`config.mk`:
```
export PLATFORM = sky130hd
export DESIGN_NAME = rv_core_top
export DESIGN_NICKNAME = d
export VERILOG_FILES = /design/src/isa_pkg.sv /design/src/core_types_pkg.sv /design/src/stage_bus_if.sv /design/src/hazard_ctrl.sv /design/src/inst_decode.sv /design/src/exec_stage.sv /design/src/gpr_file.sv /design/src/rv_core_top.sv
export VERILOG_INCLUDE_DIRS = /design/src
export SDC_FILE = /design/constraint.sdc
export NUM_CORES = 2
export LEC_CHECK = 0
export ABC_AREA = 0
export BUFFER_PORTS_ARGS = -buffer_cell sky130_fd_sc_hd__buf_4
export CAP_MARGIN = 20
export CORE_MARGIN = 5
export CORE_UTILIZATION = 35
export CTS_CLUSTER_DIAMETER = 150
export DETAILED_ROUTE_END_ITERATION = 10
export SYNTH_ARGS = -nofsm -noshare
export SYNTH_HDL_FRONTEND = slang
export SYNTH_SLANG_ARGS = --single-unit
```
`constraint.sdc`:
```
create_clock -name sys_clk -period 9.8 [get_ports sys_clk]
set_input_delay 1.47 -clock sys_clk [delete_from_list [all_inputs] [get_ports sys_clk]]
set_output_delay 1.47 -clock sys_clk [all_outputs]
set_load 0.01 [all_outputs]
```
`src/core_params.svh`:
```
`ifndef CORE_PARAMS_SVH
`define CORE_PARAMS_SVH

// datapath and instruction width
`define CORE_XLEN 32

// register file geometry
`define CORE_REG_AW 5
`define CORE_NUM_REGS 32

// edges from acceptance to the retirement port
`define CORE_WB_LATENCY 3

`endif

```
`src/isa_pkg.sv`:
```
package isa_pkg;

    // major opcodes
    localparam logic [6:0] OPC_OP     = 7'b0110011;
    localparam logic [6:0] OPC_OP_IMM = 7'b0010011;
    localparam logic [6:0] OPC_LUI    = 7'b0110111;

    localparam logic [2:0] F3_ADD_SUB = 3'b000;
    localparam logic [2:0] F3_SLL     = 3'b001;
    localparam logic [2:0] F3_SLT     = 3'b010;
    localparam logic [2:0] F3_SLTU    = 3'b011;
    localparam logic [2:0] F3_XOR     = 3'b100;
    localparam logic [2:0] F3_SRL_SRA = 3'b101;
    localparam logic [2:0] F3_OR      = 3'b110;
    localparam logic [2:0] F3_AND     = 3'b111;

    // selects sub and sra
    localparam logic [6:0] FUNCT7_ALT = 7'b0100000;

    // field positions
    localparam int OPC_LSB   = 0;
    localparam int RD_LSB    = 7;
    localparam int F3_LSB    = 12;
    localparam int RS1_LSB   = 15;
    localparam int RS2_LSB   = 20;
    localparam int F7_LSB    = 25;
    localparam int IMM_I_LSB = 20;
    localparam int IMM_U_LSB = 12;

endpackage

```
`src/core_types_pkg.sv`:
```
`include "core_params.svh"

package core_types_pkg;

    typedef enum logic [3:0] {
        ALU_ADD    = 4'd0,
        ALU_SUB    = 4'd1,
        ALU_AND    = 4'd2,
        ALU_OR     = 4'd3,
        ALU_XOR    = 4'd4,
        ALU_SLT    = 4'd5,
        ALU_SLTU   = 4'd6,
        ALU_SLL    = 4'd7,
        ALU_SRL    = 4'd8,
        ALU_SRA    = 4'd9,
        // lui passes the immediate through
        ALU_PASS_B = 4'd10
    } alu_op_e;

    // operand source selects from hazard control
    localparam logic [1:0] SRC_RF = 2'd0;
    localparam logic [1:0] SRC_LS = 2'd1;
    localparam logic [1:0] SRC_WB = 2'd2;

    typedef struct packed {
        logic                    valid;
        logic [`CORE_REG_AW-1:0] rd;
        logic                    dest_wen;
        alu_op_e                 op;
        logic [`CORE_XLEN-1:0]   operand1;
        logic [`CORE_XLEN-1:0]   operand2;
    } id_ex_t;

endpackage

```
`src/stage_bus_if.sv`:
```
`include "core_params.svh"

interface stage_bus_if;

    logic                    valid;
    logic [`CORE_REG_AW-1:0] rd;
    logic                    dest_wen;
    logic [`CORE_XLEN-1:0]   data;

    modport producer (
        output valid,
        output rd,
        output dest_wen,
        output data
    );

    modport observer (
        input valid,
        input rd,
        input dest_wen,
        input data
    );

endinterface

```
`src/hazard_ctrl.sv`:
```
`include "core_params.svh"

module hazard_ctrl (
    input  logic [`CORE_REG_AW-1:0] rs1,
    input  logic [`CORE_REG_AW-1:0] rs2,
    input  logic                    rs1_used,
    input  logic                    rs2_used,
    input  logic                    inst_valid,
    input  core_types_pkg::id_ex_t  id_ex,
    stage_bus_if.observer           ls_bus,
    stage_bus_if.observer           wb_bus,
    output logic                    decode_block,
    output logic [1:0]              src1_sel,
    output logic [1:0]              src2_sel
);

    logic rs1_live;
    logic rs2_live;
    logic ex_hit1;
    logic ex_hit2;
    logic ls_hit1;
    logic ls_hit2;
    logic wb_hit1;
    logic wb_hit2;

    function automatic logic dest_match(
        input logic                    live,
        input logic [`CORE_REG_AW-1:0] src,
        input logic                    valid,
        input logic                    wen,
        input logic [`CORE_REG_AW-1:0] rd
    );
        return live && valid && wen && (rd == src);
    endfunction

    // load/store holds the younger result
    function automatic logic [1:0] nearest(input logic ls_hit, input logic wb_hit);
        if (ls_hit) begin
            return core_types_pkg::SRC_LS;
        end
        return wb_hit ? core_types_pkg::SRC_WB : core_types_pkg::SRC_RF;
    endfunction

    // x0 never matches
    assign rs1_live = rs1_used && (rs1 != '0);
    assign rs2_live = rs2_used && (rs2 != '0);

    assign ex_hit1 = dest_match(rs1_live, rs1, id_ex.valid, id_ex.dest_wen, id_ex.rd);
    assign ex_hit2 = dest_match(rs2_live, rs2, id_ex.valid, id_ex.dest_wen, id_ex.rd);
    assign ls_hit1 = dest_match(rs1_live, rs1, ls_bus.valid, ls_bus.dest_wen, ls_bus.rd);
    assign ls_hit2 = dest_match(rs2_live, rs2, ls_bus.valid, ls_bus.dest_wen, ls_bus.rd);
    assign wb_hit1 = dest_match(rs1_live, rs1, wb_bus.valid, wb_bus.dest_wen, wb_bus.rd);
    assign wb_hit2 = dest_match(rs2_live, rs2, wb_bus.valid, wb_bus.dest_wen, wb_bus.rd);

    // execute result not ready yet so hold decode one cycle
    assign decode_block = inst_valid && (ex_hit1 || ex_hit2);

    assign src1_sel = nearest(ls_hit1, wb_hit1);
    assign src2_sel = nearest(ls_hit2, wb_hit2);

endmodule

```
`src/inst_decode.sv`:
```
`include "core_params.svh"

module inst_decode (
    input  logic                    sys_clk,
    input  logic                    sys_rst_n,
    input  logic                    inst_valid,
    input  logic [`CORE_XLEN-1:0]   inst,
    input  logic                    decode_block,
    input  logic [1:0]              src1_sel,
    input  logic [1:0]              src2_sel,
    input  logic [`CORE_XLEN-1:0]   rf_rdata1,
    input  logic [`CORE_XLEN-1:0]   rf_rdata2,
    stage_bus_if.observer           ls_bus,
    stage_bus_if.observer           wb_bus,
    output logic [`CORE_REG_AW-1:0] rs1,
    output logic [`CORE_REG_AW-1:0] rs2,
    output logic                    rs1_used,
    output logic                    rs2_used,
    output core_types_pkg::id_ex_t  id_ex
);

    logic [6:0]              opcode;
    logic [2:0]              funct3;
    logic [6:0]              funct7;
    logic [`CORE_REG_AW-1:0] rd;
    logic [`CORE_XLEN-1:0]   imm_i;
    logic [`CORE_XLEN-1:0]   imm_u;
    logic                    f7_zero;
    logic                    f7_alt;
    logic                    legal;
    logic                    use_imm;
    logic [`CORE_XLEN-1:0]   imm;
    core_types_pkg::alu_op_e op_d;
    logic [`CORE_XLEN-1:0]   src1_val;
    logic [`CORE_XLEN-1:0]   src2_val;
    logic                    load;

    logic                    valid_q;
    logic                    dest_wen_q;
    logic [`CORE_REG_AW-1:0] rd_q;
    core_types_pkg::alu_op_e op_q;
    logic [`CORE_XLEN-1:0]   operand1_q;
    logic [`CORE_XLEN-1:0]   operand2_q;

    function automatic core_types_pkg::alu_op_e f3_to_op(input logic [2:0] f3, input logic alt);
        case (f3)
            isa_pkg::F3_ADD_SUB: begin
                return alt ? core_types_pkg::ALU_SUB : core_types_pkg::ALU_ADD;
            end
            isa_pkg::F3_SLL:  return core_types_pkg::ALU_SLL;
            isa_pkg::F3_SLT:  return core_types_pkg::ALU_SLT;
            isa_pkg::F3_SLTU: return core_types_pkg::ALU_SLTU;
            isa_pkg::F3_XOR:  return core_types_pkg::ALU_XOR;
            isa_pkg::F3_SRL_SRA: begin
                return alt ? core_types_pkg::ALU_SRA : core_types_pkg::ALU_SRL;
            end
            isa_pkg::F3_OR:   return core_types_pkg::ALU_OR;
            default:          return core_types_pkg::ALU_AND;
        endcase
    endfunction

    function automatic logic [`CORE_XLEN-1:0] pick_src(
        input logic [1:0]            sel,
        input logic [`CORE_XLEN-1:0] rf,
        input logic [`CORE_XLEN-1:0] ls,
        input logic [`CORE_XLEN-1:0] wb
    );
        case (sel)
            core_types_pkg::SRC_LS: return ls;
            core_types_pkg::SRC_WB: return wb;
            default:                return rf;
        endcase
    endfunction

    assign opcode = inst[isa_pkg::OPC_LSB +: 7];
    assign rd     = inst[isa_pkg::RD_LSB +: `CORE_REG_AW];
    assign funct3 = inst[isa_pkg::F3_LSB +: 3];
    assign rs1    = inst[isa_pkg::RS1_LSB +: `CORE_REG_AW];
    assign rs2    = inst[isa_pkg::RS2_LSB +: `CORE_REG_AW];
    assign funct7 = inst[isa_pkg::F7_LSB +: 7];

    assign imm_i = {{(`CORE_XLEN-12){inst[`CORE_XLEN-1]}}, inst[isa_pkg::IMM_I_LSB +: 12]};
    assign imm_u = {inst[isa_pkg::IMM_U_LSB +: 20], 12'b0};

    assign f7_zero = (funct7 == 7'b0);
    assign f7_alt  = (funct7 == isa_pkg::FUNCT7_ALT);

    always_comb begin
        legal    = 1'b0;
        rs1_used = 1'b0;
        rs2_used = 1'b0;
        use_imm  = 1'b0;
        imm      = imm_i;
        op_d     = core_types_pkg::ALU_ADD;
        case (opcode)
            isa_pkg::OPC_OP: begin
                legal    = f7_zero || (f7_alt && (funct3 == isa_pkg::F3_ADD_SUB ||
                                                  funct3 == isa_pkg::F3_SRL_SRA));
                rs1_used = legal;
                rs2_used = legal;
                op_d     = f3_to_op(funct3, f7_alt);
            end
            isa_pkg::OPC_OP_IMM: begin
                // upper bits are immediate except on shifts
                if (funct3 == isa_pkg::F3_SLL) begin
                    legal = f7_zero;
                end else if (funct3 == isa_pkg::F3_SRL_SRA) begin
                    legal = f7_zero || f7_alt;
                end else begin
                    legal = 1'b1;
                end
                rs1_used = legal;
                use_imm  = 1'b1;
                op_d     = f3_to_op(funct3, f7_alt && (funct3 == isa_pkg::F3_SRL_SRA));
            end
            isa_pkg::OPC_LUI: begin
                legal   = 1'b1;
                use_imm = 1'b1;
                imm     = imm_u;
                op_d    = core_types_pkg::ALU_PASS_B;
            end
            default: legal = 1'b0;
        endcase
    end

    assign src1_val = pick_src(src1_sel, rf_rdata1, ls_bus.data, wb_bus.data);
    assign src2_val = pick_src(src2_sel, rf_rdata2, ls_bus.data, wb_bus.data);

    // bubble when idle or blocked
    assign load = inst_valid && !decode_block;

    always_ff @(posedge sys_clk or negedge sys_rst_n) begin
        if (!sys_rst_n) begin
            valid_q    <= 1'b0;
            dest_wen_q <= 1'b0;
        end else begin
            valid_q    <= load;
            dest_wen_q <= load && legal && (rd != '0);
        end
    end

    always_ff @(posedge sys_clk) begin
        rd_q       <= rd;
        op_q       <= op_d;
        operand1_q <= src1_val;
        operand2_q <= use_imm ? imm : src2_val;
    end

    assign id_ex = '{
        valid:    valid_q,
        rd:       rd_q,
        dest_wen: dest_wen_q,
        op:       op_q,
        operand1: operand1_q,
        operand2: operand2_q
    };

endmodule

```
`src/exec_stage.sv`:
```
`include "core_params.svh"

module exec_stage (
    input  logic                   sys_clk,
    input  logic                   sys_rst_n,
    input  core_types_pkg::id_ex_t id_ex,
    stage_bus_if.producer          ls_bus,
    stage_bus_if.producer          wb_bus
);

    localparam int SHAMT_W = $clog2(`CORE_XLEN);

    logic [`CORE_XLEN-1:0]   op_a;
    logic [`CORE_XLEN-1:0]   op_b;
    logic [SHAMT_W-1:0]      shamt;
    logic                    slt_bit;
    logic                    sltu_bit;
    logic [`CORE_XLEN-1:0]   alu_result;

    logic                    ls_valid_q;
    logic                    ls_dest_wen_q;
    logic [`CORE_REG_AW-1:0] ls_rd_q;
    logic [`CORE_XLEN-1:0]   ls_data_q;
    logic                    wb_valid_q;
    logic                    wb_dest_wen_q;
    logic [`CORE_REG_AW-1:0] wb_rd_q;
    logic [`CORE_XLEN-1:0]   wb_data_q;

    assign op_a     = id_ex.operand1;
    assign op_b     = id_ex.operand2;
    assign shamt    = op_b[SHAMT_W-1:0];
    assign slt_bit  = $signed(op_a) < $signed(op_b);
    assign sltu_bit = op_a < op_b;

    always_comb begin
        case (id_ex.op)
            core_types_pkg::ALU_ADD:    alu_result = op_a + op_b;
            core_types_pkg::ALU_SUB:    alu_result = op_a - op_b;
            core_types_pkg::ALU_AND:    alu_result = op_a & op_b;
            core_types_pkg::ALU_OR:     alu_result = op_a | op_b;
            core_types_pkg::ALU_XOR:    alu_result = op_a ^ op_b;
            core_types_pkg::ALU_SLT:    alu_result = {{(`CORE_XLEN-1){1'b0}}, slt_bit};
            core_types_pkg::ALU_SLTU:   alu_result = {{(`CORE_XLEN-1){1'b0}}, sltu_bit};
            core_types_pkg::ALU_SLL:    alu_result = op_a << shamt;
            core_types_pkg::ALU_SRL:    alu_result = op_a >> shamt;
            core_types_pkg::ALU_SRA:    alu_result = $signed(op_a) >>> shamt;
            core_types_pkg::ALU_PASS_B: alu_result = op_b;
            default:                    alu_result = '0;
        endcase
    end

    always_ff @(posedge sys_clk or negedge sys_rst_n) begin
        if (!sys_rst_n) begin
            ls_valid_q    <= 1'b0;
            ls_dest_wen_q <= 1'b0;
            wb_valid_q    <= 1'b0;
            wb_dest_wen_q <= 1'b0;
        end else begin
            ls_valid_q    <= id_ex.valid;
            ls_dest_wen_q <= id_ex.dest_wen;
            wb_valid_q    <= ls_valid_q;
            wb_dest_wen_q <= ls_dest_wen_q;
        end
    end

    always_ff @(posedge sys_clk) begin
        ls_rd_q   <= id_ex.rd;
        ls_data_q <= alu_result;
        wb_rd_q   <= ls_rd_q;
        wb_data_q <= ls_data_q;
    end

    // buses announce only instructions that write a register
    assign ls_bus.valid    = ls_valid_q && ls_dest_wen_q;
    assign ls_bus.rd       = ls_rd_q;
    assign ls_bus.dest_wen = ls_dest_wen_q;
    assign ls_bus.data     = ls_data_q;

    assign wb_bus.valid    = wb_valid_q && wb_dest_wen_q;
    assign wb_bus.rd       = wb_rd_q;
    assign wb_bus.dest_wen = wb_dest_wen_q;
    assign wb_bus.data     = wb_data_q;

endmodule

```
`src/gpr_file.sv`:
```
`include "core_params.svh"

module gpr_file (
    input  logic                    sys_clk,
    input  logic                    sys_rst_n,
    input  logic [`CORE_REG_AW-1:0] rs1,
    input  logic [`CORE_REG_AW-1:0] rs2,
    output logic [`CORE_XLEN-1:0]   rf_rdata1,
    output logic [`CORE_XLEN-1:0]   rf_rdata2,
    stage_bus_if.observer           wb_bus
);

    logic [`CORE_XLEN-1:0] regs [`CORE_NUM_REGS];
    logic                  wr_en;

    // x0 is never written
    assign wr_en = wb_bus.valid && wb_bus.dest_wen && (wb_bus.rd != '0);

    always_ff @(posedge sys_clk or negedge sys_rst_n) begin
        if (!sys_rst_n) begin
            for (int i = 0; i < `CORE_NUM_REGS; i++) begin
                regs[i] <= '0;
            end
        end else if (wr_en) begin
            regs[wb_bus.rd] <= wb_bus.data;
        end
    end

    // async read ports
    assign rf_rdata1 = (rs1 == '0) ? '0 : regs[rs1];
    assign rf_rdata2 = (rs2 == '0) ? '0 : regs[rs2];

endmodule

```
`src/rv_core_top.sv`:
```
`include "core_params.svh"

module rv_core_top (
    input  logic                    sys_clk,
    input  logic                    sys_rst_n,
    input  logic                    inst_valid,
    input  logic [`CORE_XLEN-1:0]   inst,
    output logic                    inst_ready,
    output logic                    wb_valid,
    output logic [`CORE_REG_AW-1:0] wb_rd,
    output logic [`CORE_XLEN-1:0]   wb_data
);

    logic [`CORE_REG_AW-1:0] rs1;
    logic [`CORE_REG_AW-1:0] rs2;
    logic                    rs1_used;
    logic                    rs2_used;
    logic                    decode_block;
    logic [1:0]              src1_sel;
    logic [1:0]              src2_sel;
    logic [`CORE_XLEN-1:0]   rf_rdata1;
    logic [`CORE_XLEN-1:0]   rf_rdata2;
    core_types_pkg::id_ex_t  id_ex;

    // results of the load/store and writeback stages
    stage_bus_if ls_bus ();
    stage_bus_if wb_bus ();

    hazard_ctrl i_hazard_ctrl (
        .rs1          (rs1),
        .rs2          (rs2),
        .rs1_used     (rs1_used),
        .rs2_used     (rs2_used),
        .inst_valid   (inst_valid),
        .id_ex        (id_ex),
        .ls_bus       (ls_bus.observer),
        .wb_bus       (wb_bus.observer),
        .decode_block (decode_block),
        .src1_sel     (src1_sel),
        .src2_sel     (src2_sel)
    );

    inst_decode i_inst_decode (
        .sys_clk      (sys_clk),
        .sys_rst_n    (sys_rst_n),
        .inst_valid   (inst_valid),
        .inst         (inst),
        .decode_block (decode_block),
        .src1_sel     (src1_sel),
        .src2_sel     (src2_sel),
        .rf_rdata1    (rf_rdata1),
        .rf_rdata2    (rf_rdata2),
        .ls_bus       (ls_bus.observer),
        .wb_bus       (wb_bus.observer),
        .rs1          (rs1),
        .rs2          (rs2),
        .rs1_used     (rs1_used),
        .rs2_used     (rs2_used),
        .id_ex        (id_ex)
    );

    exec_stage i_exec_stage (
        .sys_clk   (sys_clk),
        .sys_rst_n (sys_rst_n),
        .id_ex     (id_ex),
        .ls_bus    (ls_bus.producer),
        .wb_bus    (wb_bus.producer)
    );

    gpr_file i_gpr_file (
        .sys_clk   (sys_clk),
        .sys_rst_n (sys_rst_n),
        .rs1       (rs1),
        .rs2       (rs2),
        .rf_rdata1 (rf_rdata1),
        .rf_rdata2 (rf_rdata2),
        .wb_bus    (wb_bus.observer)
    );

    assign inst_ready = ~decode_block;

    // retirement port
    assign wb_valid = wb_bus.valid;
    assign wb_rd    = wb_bus.rd;
    assign wb_data  = wb_bus.data;

endmodule

```
==> impl_metrics.ini <==
[synthesis]
synth_nets = 4987
ys_ff_latch = 1177
synth_area_sq_mm = 0.0673
seq_area_frac_synth_pct = 42.7
synth_warnings = 0
synth_edf_count = 0
synth.most_common_cell = dfrtp_1
synthTopCellsByArea = dfrtp_1 (38%), mux4_2 (23%), mux2_2 (17%), dfxtp_1 (4.4%), clkbuf_1 (1.9%)
synth_cell_types = 87
synth_top_area_share_pct = 38.3
ys_top_cells_by_count = dfrtp_1 (1,030), mux2_2 (994), mux4_2 (693)
netlist_instances = 4853
synthArstFlopShare_pct = 87.5
synth.avg_cell_area_sq_um = 13.9
synth_largest_area_cell = dfrtp_1
yosys_most_used_dff = dfrtp_1

[grt]
grtUsageMet3_pct = 3.39
grt_max_degree = 191
grt_use_total_pct = 22.0
grt_util_met1_pct = 30.8
gr-usage-met2_pct = 34.9
grt_overflow = 0
grt_pass1_wl_um = 328000
grt-busiest-layer = met2
grt_pass1_vias = 45400
antenna_found_initial = 7

[timing]
worst_slew_pin_slew_ps = 1190
skew_ps = 33.1
drv_slew = 0
hold_viol = 0
rsz0062_at_grt = no
fin_crit_sh_pct = 56.8
fmax_mhz = 180
final-setup-viol-count = 0
fin_crit_ps = 5570
setup_tns_ps = 0
relSlewSlack_pct = 20.7

[pwr]
p_per_area_mw_per_mm2 = 138
vdd_ir_drop_max_uv = 142
power.leakage_nw = 32.4
power.total_w = 0.0102

[placement]
port_buffers = 73
place_congestion = 0.959
hpwlAfterDp_um = 136000

[clock_tree]
post_cts_resized = 0
cts_tree = built
numCtsBuffers = 120
clock-root-buffer = clkbuf_16
htreeDepth = 3
clock_latency_ps = 780
ctsHoldBuffers = 0
clockBufferDepth = 3
cts_sinks = 1177
postCtsSetupBuffers = 0
clk_pin_slew_ps = 60

[worst_setup_path]
critPathBufInv = 3
cp_max_fo = 3
crit_family = simple AND/OR/NAND/NOR gates
path_cells = buf_4 > or4_1 > nor3_2 > and2_1 > nand4_1 > nor4_1 > o211ai_1 > inv_1 > nand2_1 > buf_4
path_class = in2out
arrival_ps = 4100
critical_path_required_ps = 8330
worstReg2RegStart = i_inst_decode.operand2_q[4]
cp_slowest_stage_delay_ps = 530
startpoint = inst[28]
start_kind = primary input
crit_slowest_cell = or4_1
critPathMostFrequentCell = buf_4
crit_path_end_kind = primary output

[routing]
finalWirelength_um = 223000
num_vias = 45000
drt_iter0_drc = 4552
wl_per_cell_um = 30.6
first_pass_iters = 6
via_per_inst = 6.17
ant_nets = 0
route.detailed.drc = 0

[final_layout]
nNetsFinal = 4793
drive_above_1_share_pct = 45.3
areaGrowthSynthToFinish_pct = 10.5

[die]
coreArea_sq_mm = 0.192
die_y_um = 448
die_area_sq_mm = 0.201
core.rowCount = 161
ioPinCount = 74
start_util_pct = 35.1
dieWidth_um = 448

[job]
maxCapViolCount = 0

[min_path]
hold_class = reg2reg
hold_path.startpoint = i_exec_stage.ls_valid_q

[run_status]
status = complete, no violations
## registers in the layout (all words and copies together), names as in the netlist, 4 cells and up
| name | flops |
|---|---|
| i_inst_decode.op_q | 4 |
| i_gpr_file.regs | 1024 |
| i_exec_stage.ls_bus.data | 32 |
| i_inst_decode.operand2_q | 32 |
| i_inst_decode.rd_q | 5 |
| i_exec_stage.ls_bus.rd | 5 |
| i_exec_stage.wb_bus.rd | 5 |
| i_exec_stage.wb_bus.data | 32 |
| i_inst_decode.operand1_q | 32 |
## worst paths after layout
kind	slack, ps	endpoint	cells past startpoint
min in group asynchronous	760	i_gpr_file.regs[637]	1
max	4230	inst_ready	10
max in group asynchronous	6570	i_gpr_file.regs[873]	3
max reg2reg	5320	i_exec_stage.ls_bus.data[31]	12
min reg2reg	380	i_exec_stage.wb_valid_q	0
min	380	i_exec_stage.wb_valid_q	0
## power by group
group          leakage (nW)  internal (W)  total (W)  switching, W
Sequential             15.6       0.00486    0.00487     0.0000149
Combinational          14.7      0.000158   0.000499      0.000341
Clock                  2.05       0.00282    0.00486       0.00205
## worst register-to-register path, cell delays in order (launching register included)
cell and delay, ps:
dfxtp_1 320, buf_4 510, clkinv_1 200, buf_4 260, ha_1 500, nand4_1 160, a31oi_1 520, o2111ai_1 380
a2111oi_2 640, o21ai_0 230, a211oi_2 300, xnor2_1 90, o21ai_1 270
## per-layer routing
layer,vias to the layer above,part of all wire [%],wire [um]
met3,447,7.1,15900
met4,4,4.0,8940
li1,18400,-,-
met1,24300,42,94100
met2,1893,47,104000
met5,-,0.012,26
## per-stage QoR
stage	area (sq um)	instances	hold WS (ps)	util (%)	worst slack, ps
finish	74400	7290	377	38.7	4230
global route	74400	7289	379	38.7	4200
CTS	74300	7285	375	38.7	4290
detailed placement	70100	7059	362	36.5	4210
global placement	70100	7058	360	36.5	4260
floorplan	67300	4853	351	-	5240
## cell usage in the layout, fill, tap and decap left out, drive strengths merged, types with 8 or more instances in the layout
cell	synthesis	routed
o21a	8	8
dfrtp	1030	1030
mux2i	110	110
nor2b	12	12
a31oi	22	22
nand2	119	119
o21bai	14	14
mux2	994	994
clkbuf	349	177
buf	172	205
o211ai	29	29
ha	97	97
dfxtp	147	147
a21oi	126	126
and2	11	11
a211oi	17	17
clkinv	2	29
mux4	693	693
o31ai	13	13
nor4	12	12
o221ai	8	8
a221oi	52	52
or3	18	18
bufinv	0	12
nand2b	16	16
o211a	10	10
o22ai	17	17
xor2	17	17
a21o	14	14
o2111ai	17	17
nand4	9	9
nor3	42	42
inv	94	100
nor2	190	190
o21ai	164	164
a22oi	48	48
xnor2	41	41
nand3	27	27
## cells by family after synthesis
kind of cell | count (synthesis) | synth area share (%)
buf+inv | 617 | 3.78
flops | 1177 | 42.7
xor+xnor | 58 | 0.755
simple gates | 493 | 3.41
fa+ha+maj | 99 | 1.86
mux | 1797 | 41.5
compound gates | 612 | 6.06
## area by class of cell
| class | count | area (sq um) |
|---|---|---|
| antenna | 1 | 2.50 |
| clock buffer | 177 | 3540 |
| clock inverter | 49 | 624 |
| fill | 17800 | 118000 |
| inverter | 96 | 360 |
| multi-input combinational | 3059 | 36300 |
| sequential | 1177 | 28700 |
| tap | 2526 | 3160 |
| timing repair buffer | 205 | 1670 |
Note: power is estimated with default switching activity, not from simulation.
